File: src/source/msg_pkg.sv
package msg_pkg;

  localparam int XB_SIZE = 32; // pc link word width
  typedef logic [XB_SIZE-1:0] pc_word_t;

  // pixel message layout, only the sync bits survive
  typedef struct packed {
    logic [XB_SIZE-7:0] rsvd;  // bits 31..6, pixel data not used here
    logic               fval;  // bit 5
    logic               lval;  // bit 4
    logic [1:0]         spare; // bits 3..2
    logic [1:0]         tag;   // bits 1..0, zero for pixel
  } pix_word_t;

  localparam int DRAM_GROUP_WORDS = 16; // non-pixel words per dram group
  localparam int GROUP_CNT_W = $clog2(DRAM_GROUP_WORDS);

  // camera geometry counters
  localparam int COL_W = 11;
  localparam int ROW_W = 12;
  localparam int FRAME_W = 20;
  localparam int PIXELS_PER_CLK = 2; // two pixels per stream word

  typedef struct packed {
    logic [ROW_W-1:0]   row;
    logic [COL_W-1:0]   col;
    logic [FRAME_W-1:0] frame;
  } pix_pos_t; // 43 bits

endpackage

File: src/source/dram_pkg.sv
package dram_pkg;

  localparam int APP_DATA_WIDTH = 64; // cut down from the board width
  localparam int ADDR_WIDTH = 27;
  localparam logic [ADDR_WIDTH-1:0] ADDR_INC = 27'd8; // bl8 step
  localparam int WORDS_PER_BURST = 4; // 2 beats x 2 words
  localparam logic [1:0] END_MARK = 2'b01; // low bits of beat two

  // command channel of the dram user interface
  typedef struct packed {
    logic                  en;
    logic                  read; // 0 write, 1 read
    logic [ADDR_WIDTH-1:0] addr;
  } app_cmd_t;

  // write data channel
  typedef struct packed {
    logic                      wren;
    logic                      last; // end of burst, wdf_end on the controller
    logic [APP_DATA_WIDTH-1:0] data;
  } app_wr_t;

  // everything coming back from the controller
  typedef struct packed {
    logic                      rdy;
    logic                      wdf_rdy;
    logic                      rd_valid;
    logic [APP_DATA_WIDTH-1:0] rd_data;
  } app_rsp_t;

  typedef enum logic [2:0] {
    ST_ERROR,
    ST_MSG_WAIT,
    ST_WR_WAIT,
    ST_WR1,
    ST_WR2,
    ST_READING,
    ST_THROTTLED,
    ST_INTERFRAME
  } dram_state_t;

  // coefficient word formats on read return
  localparam int PATCH_CONF_W = 43; // starts at bit 4
  localparam int ROW_CONF_W = 56;   // starts at bit 8
  localparam int PATCH_ROWS = 12;

  typedef struct packed {
    logic                    patch_valid;
    logic [PATCH_ROWS-1:0]   row_valid; // one hot by patch row
    logic [PATCH_CONF_W-1:0] patch_conf;
    logic [ROW_CONF_W-1:0]   row_conf;
  } coef_strobe_t;

endpackage

File: src/source/msg_fifo.sv
`timescale 1ns/1ns

module msg_fifo #(
  parameter type payload_t = logic,
  parameter int  DEPTH     = 16
) (
  input  logic     CLK,
  input  logic     fds_val,
  input  logic     wren,
  input  payload_t din,
  input  logic     rden,
  output payload_t dout,
  output logic     full,
  output logic     empty,
  output logic     overflow
);
  localparam int AW = (DEPTH > 1) ? $clog2(DEPTH) : 1;
  localparam int CW = $clog2(DEPTH + 1);

  payload_t mem [DEPTH];
  logic [AW-1:0] wr_ptr, rd_ptr;
  logic [CW-1:0] count;
  logic do_wr, do_rd;

  assign full = count == CW'(DEPTH);
  assign empty = count == '0;
  assign do_wr = wren && !full;  // drop when full
  assign do_rd = rden && !empty; // pop on empty is ignored
  assign dout = mem[rd_ptr];     // fwft, head always visible

  // storage, no reset needed
  always_ff @(posedge CLK) begin
    if (do_wr) mem[wr_ptr] <= din;
  end

  always_ff @(posedge CLK or posedge fds_val) begin
    if (fds_val) begin
      wr_ptr <= '0;
      rd_ptr <= '0;
      count <= '0;
      overflow <= 1'b0;
    end else begin
      overflow <= wren && full; // one cycle flag
      if (do_wr) wr_ptr <= (wr_ptr == AW'(DEPTH - 1)) ? '0 : wr_ptr + 1'b1;
      if (do_rd) rd_ptr <= (rd_ptr == AW'(DEPTH - 1)) ? '0 : rd_ptr + 1'b1;
      case ({do_wr, do_rd})
        2'b10: count <= count + 1'b1;
        2'b01: count <= count - 1'b1;
        default: count <= count; // both or neither
      endcase
    end
  end

endmodule

File: src/source/pc_msg_router.sv
`timescale 1ns/1ns

module pc_msg_router (
  input  logic              CLK,
  input  logic              fds_val,
  input  logic              pc_msg_pending,
  input  msg_pkg::pc_word_t pc_msg,
  input  logic              pixel_full,
  input  logic              dram_full,
  output logic              pc_msg_ack,
  output logic              pixel_wren,
  output logic              dram_wren,
  output msg_pkg::pc_word_t msg_d
);
  msg_pkg::pix_word_t pix;
  logic [msg_pkg::GROUP_CNT_W-1:0] grp_cnt; // position inside a dram group
  logic is_pixel;

  assign pix = pc_msg;
  // only take a word when either queue could hold it
  assign pc_msg_ack = pc_msg_pending && !pixel_full && !dram_full;
  // mid-group words are dram data whatever their tag says
  assign is_pixel = pix.tag == 2'b00 && grp_cnt == '0;

  always_ff @(posedge CLK or posedge fds_val) begin
    if (fds_val) begin
      grp_cnt <= '0;
      pixel_wren <= 1'b0;
      dram_wren <= 1'b0;
    end else begin
      pixel_wren <= pc_msg_ack && is_pixel;  // lines up with msg_d
      dram_wren <= pc_msg_ack && !is_pixel;
      if (pc_msg_ack && !is_pixel) grp_cnt <= grp_cnt + 1'b1; // wraps at 16
    end
  end

  // word held one cycle for the queue write
  always_ff @(posedge CLK) begin
    if (pc_msg_ack) msg_d <= pc_msg;
  end

endmodule

File: src/source/dram_coef_ctrl.sv
`timescale 1ns/1ns

module dram_coef_ctrl #(
  parameter logic [dram_pkg::ADDR_WIDTH-1:0] START_ADDR = '0
) (
  input  logic               CLK,
  input  logic               fds_val,
  input  logic               dram_empty,
  input  msg_pkg::pc_word_t  dram_msg,
  output logic               dram_pop,
  input  dram_pkg::app_rsp_t app_rsp,
  output dram_pkg::app_cmd_t app_cmd,
  output dram_pkg::app_wr_t  app_wr,
  input  logic               coef_high,
  input  logic               frame_gap,
  output logic               dram_error
);
  localparam int XB = msg_pkg::XB_SIZE;
  localparam int AD_W = dram_pkg::APP_DATA_WIDTH;
  localparam int BURST_W = dram_pkg::WORDS_PER_BURST * XB; // two beats
  localparam int IDX_W = $clog2(dram_pkg::WORDS_PER_BURST);

  dram_pkg::dram_state_t state;
  logic [BURST_W-1:0] burst; // word 0 in the low bits
  logic [IDX_W-1:0] word_idx;
  logic [dram_pkg::ADDR_WIDTH-1:0] addr, end_addr;
  logic cmd_en, cmd_read;
  logic wr_wren, wr_last;
  logic [AD_W-1:0] wr_data;
  logic burst_full, wr_accept, last_rd;

  assign dram_pop = !dram_empty && state == dram_pkg::ST_MSG_WAIT;
  assign burst_full = word_idx == IDX_W'(dram_pkg::WORDS_PER_BURST - 1);
  assign wr_accept = app_rsp.rdy && app_rsp.wdf_rdy; // cmd and data side both free
  assign last_rd = app_rsp.rdy && addr == end_addr;

  assign app_cmd = '{en: cmd_en, read: cmd_read, addr: addr};
  assign app_wr = '{wren: wr_wren, last: wr_last, data: wr_data};
  assign dram_error = state == dram_pkg::ST_ERROR;

  // burst packing and beat data
  always_ff @(posedge CLK) begin
    if (dram_pop) burst[word_idx*XB +: XB] <= dram_msg;
    if (state == dram_pkg::ST_WR_WAIT && wr_accept)
      wr_data <= burst[0 +: AD_W]; // words 0,1
    else if (state == dram_pkg::ST_WR1 && app_rsp.wdf_rdy)
      wr_data <= burst[AD_W +: AD_W]; // words 2,3
  end

  always_ff @(posedge CLK or posedge fds_val) begin
    if (fds_val) begin
      state <= dram_pkg::ST_MSG_WAIT;
      word_idx <= '0;
      addr <= START_ADDR;
      end_addr <= START_ADDR;
      cmd_en <= 1'b0;
      cmd_read <= 1'b0;
      wr_wren <= 1'b0;
      wr_last <= 1'b1; // idles high like the mig port
    end else begin
      case (state)
        dram_pkg::ST_ERROR: begin
          cmd_en <= 1'b0; // parked until reset
        end
        dram_pkg::ST_MSG_WAIT: begin
          if (dram_pop) begin
            word_idx <= word_idx + 1'b1; // wraps back to 0 per burst
            if (burst_full) begin
              cmd_en <= 1'b1; // write command with current addr
              state <= dram_pkg::ST_WR_WAIT;
            end
          end
        end
        dram_pkg::ST_WR_WAIT: begin
          if (wr_accept) begin
            addr <= addr + dram_pkg::ADDR_INC; // next burst
            cmd_en <= 1'b0;
            wr_wren <= 1'b1; // beat one out
            wr_last <= 1'b0;
            state <= dram_pkg::ST_WR1;
          end
        end
        dram_pkg::ST_WR1: begin
          if (app_rsp.wdf_rdy) begin
            wr_last <= 1'b1; // beat two closes the burst
            state <= dram_pkg::ST_WR2;
          end
        end
        dram_pkg::ST_WR2: begin
          wr_wren <= 1'b0;
          if (!app_rsp.wdf_rdy) begin
            state <= dram_pkg::ST_ERROR; // beat two not taken
          // end marker sits in word 2, the low half of beat two
          end else if (wr_data[1:0] == dram_pkg::END_MARK) begin
            end_addr <= addr - dram_pkg::ADDR_INC; // addr already moved on
            addr <= START_ADDR;
            cmd_read <= 1'b1;
            cmd_en <= 1'b1;
            state <= dram_pkg::ST_READING;
          end else begin
            state <= dram_pkg::ST_MSG_WAIT;
          end
        end
        dram_pkg::ST_READING: begin
          if (app_rsp.rdy) addr <= addr + dram_pkg::ADDR_INC; // read taken
          if (last_rd) begin
            cmd_en <= 1'b0;
            state <= dram_pkg::ST_INTERFRAME;
          end else if (coef_high) begin
            cmd_en <= 1'b0; // consumer backed up
            state <= dram_pkg::ST_THROTTLED;
          end
        end
        dram_pkg::ST_THROTTLED: begin
          if (!coef_high) begin
            cmd_en <= 1'b1;
            state <= dram_pkg::ST_READING;
          end
        end
        dram_pkg::ST_INTERFRAME: begin
          if (frame_gap) begin // replay for the next frame
            addr <= START_ADDR;
            cmd_en <= 1'b1;
            state <= dram_pkg::ST_READING;
          end
        end
        default: state <= dram_pkg::ST_ERROR;
      endcase
    end
  end

endmodule

File: src/source/coef_steer.sv
`timescale 1ns/1ns

module coef_steer (
  input  logic                   CLK,
  input  logic                   fds_val,
  input  dram_pkg::app_rsp_t     app_rsp,
  output dram_pkg::coef_strobe_t coef
);
  logic patch_valid;
  logic [dram_pkg::PATCH_ROWS-1:0] row_valid;
  logic [dram_pkg::PATCH_CONF_W-1:0] patch_conf;
  logic [dram_pkg::ROW_CONF_W-1:0] row_conf;

  assign coef = '{patch_valid: patch_valid, row_valid: row_valid,
                  patch_conf: patch_conf, row_conf: row_conf};

  always_ff @(posedge CLK or posedge fds_val) begin
    if (fds_val) begin
      patch_valid <= 1'b0;
      row_valid <= '0;
    end else begin
      // bit 0 picks patch vs row word
      patch_valid <= app_rsp.rd_valid && !app_rsp.rd_data[0];
      for (int i = 0; i < dram_pkg::PATCH_ROWS; i++)
        row_valid[i] <= app_rsp.rd_valid && app_rsp.rd_data[0]
                        && app_rsp.rd_data[7:4] == 4'(i); // row index
    end
  end

  // payloads follow the data, strobes say which one counts
  always_ff @(posedge CLK) begin
    patch_conf <= app_rsp.rd_data[4 +: dram_pkg::PATCH_CONF_W];
    row_conf <= app_rsp.rd_data[8 +: dram_pkg::ROW_CONF_W];
  end

endmodule

File: src/source/pixel_timing.sv
`timescale 1ns/1ns

module pixel_timing (
  input  logic              CLK,
  input  logic              fds_val,
  input  logic              pixel_empty,
  input  msg_pkg::pc_word_t pixel_msg,
  output logic              pixel_pop,
  output logic              frame_gap,
  output msg_pkg::pix_pos_t pix_pos
);
  typedef enum logic [1:0] {
    PX_STANDBY,
    PX_INTRALINE,
    PX_INTERLINE,
    PX_INTERFRAME
  } px_state_t;

  px_state_t state;
  msg_pkg::pix_word_t pix;
  logic [msg_pkg::ROW_W-1:0] row;
  logic [msg_pkg::COL_W-1:0] col;
  logic [msg_pkg::FRAME_W-1:0] frame;

  assign pix = pixel_msg;
  assign pixel_pop = !pixel_empty; // stream can't be stalled
  assign frame_gap = pixel_pop && !pix.fval;
  assign pix_pos = '{row: row, col: col, frame: frame};

  always_ff @(posedge CLK or posedge fds_val) begin
    if (fds_val) begin
      state <= PX_STANDBY;
      row <= '0;
      col <= '0;
      frame <= '0;
    end else if (pixel_pop) begin
      case (state)
        PX_STANDBY: begin
          if (!pix.fval) begin // sync to the first gap
            row <= '0;
            col <= '0;
            frame <= '0;
            state <= PX_INTERFRAME;
          end
        end
        PX_INTRALINE: begin
          if (pix.lval) begin
            col <= col + msg_pkg::COL_W'(msg_pkg::PIXELS_PER_CLK);
          end else if (pix.fval) begin
            row <= row + 1'b1; // line done, frame continues
            state <= PX_INTERLINE;
          end else begin
            frame <= frame + 1'b1;
            state <= PX_INTERFRAME;
          end
        end
        PX_INTERLINE: begin
          if (!pix.fval) begin // fval fell after the last line
            frame <= frame + 1'b1;
            state <= PX_INTERFRAME;
          end else if (pix.lval) begin
            col <= '0;
            state <= PX_INTRALINE;
          end
        end
        default: begin // interframe
          if (pix.lval) begin
            row <= '0;
            col <= '0;
            state <= PX_INTRALINE;
          end
        end
      endcase
    end
  end

endmodule

File: src/source/pattern_top.sv
`timescale 1ns/1ns

module pattern_top #(
  parameter int                              XB_DEPTH   = 16,
  parameter logic [dram_pkg::ADDR_WIDTH-1:0] START_ADDR = '0
) (
  input  logic                   CLK,
  input  logic                   fds_val,
  input  logic                   pc_msg_pending,
  input  msg_pkg::pc_word_t      pc_msg,
  output logic                   pc_msg_ack,
  output dram_pkg::app_cmd_t     app_cmd,
  output dram_pkg::app_wr_t      app_wr,
  input  dram_pkg::app_rsp_t     app_rsp,
  input  logic                   coef_high,
  output dram_pkg::coef_strobe_t coef,
  output msg_pkg::pix_pos_t      pix_pos,
  output logic                   error
);
  msg_pkg::pc_word_t msg_d, dram_msg, pixel_msg;
  logic pixel_wren, dram_wren;
  logic pixel_full, dram_full, pixel_empty, dram_empty;
  logic dram_pop, pixel_pop, pixel_ovf;
  logic frame_gap, dram_error;
  logic pix_ovf_seen; // sticky

  pc_msg_router u_router (
    .CLK(CLK), .fds_val(fds_val),
    .pc_msg_pending(pc_msg_pending), .pc_msg(pc_msg),
    .pixel_full(pixel_full), .dram_full(dram_full),
    .pc_msg_ack(pc_msg_ack), .pixel_wren(pixel_wren), .dram_wren(dram_wren),
    .msg_d(msg_d)
  );

  // coefficient words toward dram
  msg_fifo #(.payload_t(msg_pkg::pc_word_t), .DEPTH(XB_DEPTH)) u_dram_q (
    .CLK(CLK), .fds_val(fds_val),
    .wren(dram_wren), .din(msg_d), .rden(dram_pop), .dout(dram_msg),
    .full(dram_full), .empty(dram_empty), .overflow()
  );

  // camera stream, one word per entry
  msg_fifo #(.payload_t(msg_pkg::pc_word_t), .DEPTH(XB_DEPTH)) u_pixel_q (
    .CLK(CLK), .fds_val(fds_val),
    .wren(pixel_wren), .din(msg_d), .rden(pixel_pop), .dout(pixel_msg),
    .full(pixel_full), .empty(pixel_empty), .overflow(pixel_ovf)
  );

  dram_coef_ctrl #(.START_ADDR(START_ADDR)) u_dram_ctrl (
    .CLK(CLK), .fds_val(fds_val),
    .dram_empty(dram_empty), .dram_msg(dram_msg), .dram_pop(dram_pop),
    .app_rsp(app_rsp), .app_cmd(app_cmd), .app_wr(app_wr),
    .coef_high(coef_high), .frame_gap(frame_gap), .dram_error(dram_error)
  );

  coef_steer u_steer (
    .CLK(CLK), .fds_val(fds_val), .app_rsp(app_rsp), .coef(coef)
  );

  pixel_timing u_timing (
    .CLK(CLK), .fds_val(fds_val),
    .pixel_empty(pixel_empty), .pixel_msg(pixel_msg), .pixel_pop(pixel_pop),
    .frame_gap(frame_gap), .pix_pos(pix_pos)
  );

  always_ff @(posedge CLK or posedge fds_val) begin
    if (fds_val) pix_ovf_seen <= 1'b0;
    else if (pixel_ovf) pix_ovf_seen <= 1'b1; // lost pixel, hold until reset
  end

  assign error = dram_error || pix_ovf_seen;

endmodule

File: config.mk
export PLATFORM = sky130hd
export DESIGN_NAME = pattern_top
export DESIGN_NICKNAME = d
export VERILOG_FILES = /design/src/source/msg_pkg.sv /design/src/source/dram_pkg.sv /design/src/source/msg_fifo.sv /design/src/source/pc_msg_router.sv /design/src/source/dram_coef_ctrl.sv /design/src/source/coef_steer.sv /design/src/source/pixel_timing.sv /design/src/source/pattern_top.sv
export SDC_FILE = /design/constraint.sdc
export NUM_CORES = 1
export LEC_CHECK = 0
export ABC_CLOCK_PERIOD_IN_PS = 4500
export BUFFER_PORTS_ARGS = -buffer_cell sky130_fd_sc_hd__buf_2
export CORE_ASPECT_RATIO = 1.75
export CORE_UTILIZATION = 40
export CTS_CLUSTER_SIZE = 24
export DETAILED_ROUTE_END_ITERATION = 8
export GPL_ROUTABILITY_DRIVEN = 0
export GPL_TIMING_DRIVEN = 1
export PLACE_DENSITY = 0.65
export SYNTH_ARGS = -nofsm -noshare
export SYNTH_HDL_FRONTEND = slang
export SYNTH_HIERARCHICAL = 1
export SYNTH_SLANG_ARGS = --single-unit
File: constraint.sdc
create_clock -name CLK -period 4.5 [get_ports CLK]
set_input_delay 0.225 -clock CLK [delete_from_list [all_inputs] [get_ports CLK]]
set_output_delay 0.225 -clock CLK [all_outputs]
set_load 0.05 [all_outputs]
==> run_results.csv <==
group,metric,value,unit
timing,grt_setup_unrepaired,"false",
critical_path,cp_top_family,"compound AO/OA/AOI/OAI gates",
layout,final_layout_size_suffix_gt1_frac,0.246,
drt,wire_per_inst,21.1,um
cts,ctsHoldBuffers,100,
placement,port_buffers,347,
layout,finalInstanceArea,46500,um^2
power,p_per_area,467,nW/um^2
grt,antenna_found_initial,2,
timing,slew_headroom,0.160,
timing,slew_viol_final,0,
floorplan,fp-row-count,152,
timing,fmax,0.275,GHz
drt,first_iter_violations,1307,
grt,first_global_vias,22900,
timing,period_needed,3.64,ns
cts,cts_resized,0,
timing,min_period_over_period,0.808,
critical_path,rr_startpoint,"u_pixel_q/count[0]$_DFFE_PP0P_",
cts,htreeDepth,3,
cts,clk_pin_slew,0.06,ns
drt,via_count,22700,
cts,cts_tree,"yes",
timing,finalHoldViolCount,0,
cts,clockRootBuffer,"clkbuf_16",
floorplan,ios,355,
placement,dpl.hpwl,57600,um
drt,wl,91000,um
timing,setup_viol,0,
run,cap_violations,0,
placement,dp_cells,4040,
placement,placed_area,42400,um^2
layout,fin_cells,4305,
cts,clockBufferDepth,3,
layout,final_cell_mix,"edfxtp_1 (768), buf_2 (347), dfrtp_1 (142), and2_1 (138), mux2i_1 (137)",
yosys,yosysWarnings,6,
floorplan,core_area,98100,um^2
floorplan,dieArea,100000,um^2
status,status,"finished clean",
drt,ant_nets,0,
layout,area_growth,17.3,%
floorplan,start_util,0.404,
worst_hold_path,holdCritPathClass,"primary input to asynchronous set/reset pin",
grt,grt_pass1_wl,137000,um
critical_path,start_kind,"flop",
power,leakagePower,15.6,nW
drt,avgViaCountPerCell,5.28,
yosys,syn-cell-area,39700,um^2
grt,grt_max_degree,78,
drt,drc,0,
drt,firstDrtPassIters,5,
cts,numCtsBuffers,89,
cts,numClockSinks,976,
power,power.total,0.0217,W
yosys,avgSynthCellArea,15.6,um^2
critical_path,cp_slowest_stage_delay,0.98,ns
critical_path,worst-path-max-fanout,11,
layout,final_common_cell,"edfxtp_1",
critical_path,startpoint,"u_pixel_q/count[0]$_DFFE_PP0P_",
critical_path,path_buf_inv,1,
timing,worst_pin_slew,1.25,ns
layout,fill_cells,8418,
layout,layout.nets,3061,
critical_path,worstSetupEndpointType,"flop",
critical_path,critPathArrivalTime,4.18,ns
grt,overflow,0,
critical_path,path_cells,"nor4_1 -> a21boi_0 -> inv_1 -> ha_1 -> fa_1 -> a21o_1 -> a2111oi_0 -> a31oi_1 -> a311o_1",
critical_path,slowest_stage,"a21boi_0",
power,vdd_drop_max,0.000352,V
yosys,synth_cells,2547,
timing,skew,0.0387,ns
grt,grtUsageTotal,0.181,
critical_path,cp.required,5.05,ns
timing,setup_tns,0,ns
critical_path,critPathKind,"flop to flop",
cts,cts_setup_buffers,0,
floorplan,die_h,419,um
floorplan,fp.dieW,240,um
cts,clkLatencyLatePin,0.69,ns
-- where the power goes --
part           switching, W  internal, W
clock network       0.00338      0.00449
registers          0.000496       0.0105
logic               0.00187     0.000966
total               0.00575       0.0160
-- flip-flops by register name (all words and copies together), names as in the netlist, 2 cells and up --
register	flops
u_dram_ctrl/end_addr	24
u_timing/frame	20
u_timing/state	2
u_dram_q/mem	512
u_steer/row_conf	30
u_dram_q/wr_ptr	4
u_dram_q/rd_ptr	4
u_dram_ctrl/addr	24
u_dram_ctrl/word_idx	2
u_dram_ctrl/burst	128
u_timing/row	12
u_router/grp_cnt	4
u_router/msg_d	32
u_pixel_q/wr_ptr	4
u_pixel_q/rd_ptr	4
u_pixel_q/mem	32
u_dram_ctrl/wr_data	64
u_dram_q/count	5
u_timing/col	10
u_steer/patch_conf	30
u_pixel_q/count	5
u_steer/row_valid	12
u_dram_ctrl/state	3
-- path summary, 6_finish.rpt --
kind                                                          to  slack [ns]  depth (start not counted)
worst min register to register          pix_ovf_seen$_DFFE_PP0P_        0.43                          1
worst max-delay path              u_pixel_q/count[4]$_DFFE_PP0P_        0.86                          9
worst min-delay path                    pix_ovf_seen$_DFFE_PP0P_        0.08                          3
worst max register to register    u_pixel_q/count[4]$_DFFE_PP0P_        0.86                          9
max in group asynchronous       u_dram_ctrl/addr[11]$_DFFE_PP0P_        3.29                          4
min in group CLK                  u_steer/patch_conf[40]$_DFF_P_        0.17                          2
-- metal layers --
| metal | global-route usage | wire [um] | vias up |
|---|---|---|---|
| met5 | 0 | 0 | - |
| met4 | 0.0657 | 2440 | 0 |
| met3 | 0.0299 | 4540 | 141 |
| met2 | 0.334 | 48900 | 643 |
| met1 | 0.206 | 35100 | 11600 |
| li1 | - | - | 10400 |
-- tightest hold or removal path: stages --
cell,delay [ns]
dlygate4sd3_1,0.53
buf_2,0.21
inv_1,0.09
-- final cells by class --
type / count / area [um^2] / share of cell area
Antenna cell: 2 / 5.00 / 0.000108
Clock buffer: 121 / 2480 / 0.0533
Clock inverter: 42 / 577 / 0.0124
Inverter: 38 / 143 / 0.00307
Multi-Input combinational cell: 1314 / 10400 / 0.224
Sequential cell: 976 / 28000 / 0.602
Tap cell: 1309 / 1640 / 0.0352
Timing Repair Buffer: 503 / 3260 / 0.0701
-- through the flow --
step           hold slack (ns)   util  worst slack (ns)
6_report                0.0796  0.474             0.863
5_1_grt                 0.0986  0.474             0.571
4_1_cts                 0.0354  0.474             0.861
3_5_place_dp             0.221  0.432             0.904
3_3_place_gp             0.223  0.432             0.960
2_1_floorplan          -0.0463      -             0.815
No activity file was read; power rests on OpenSTA's default activity.
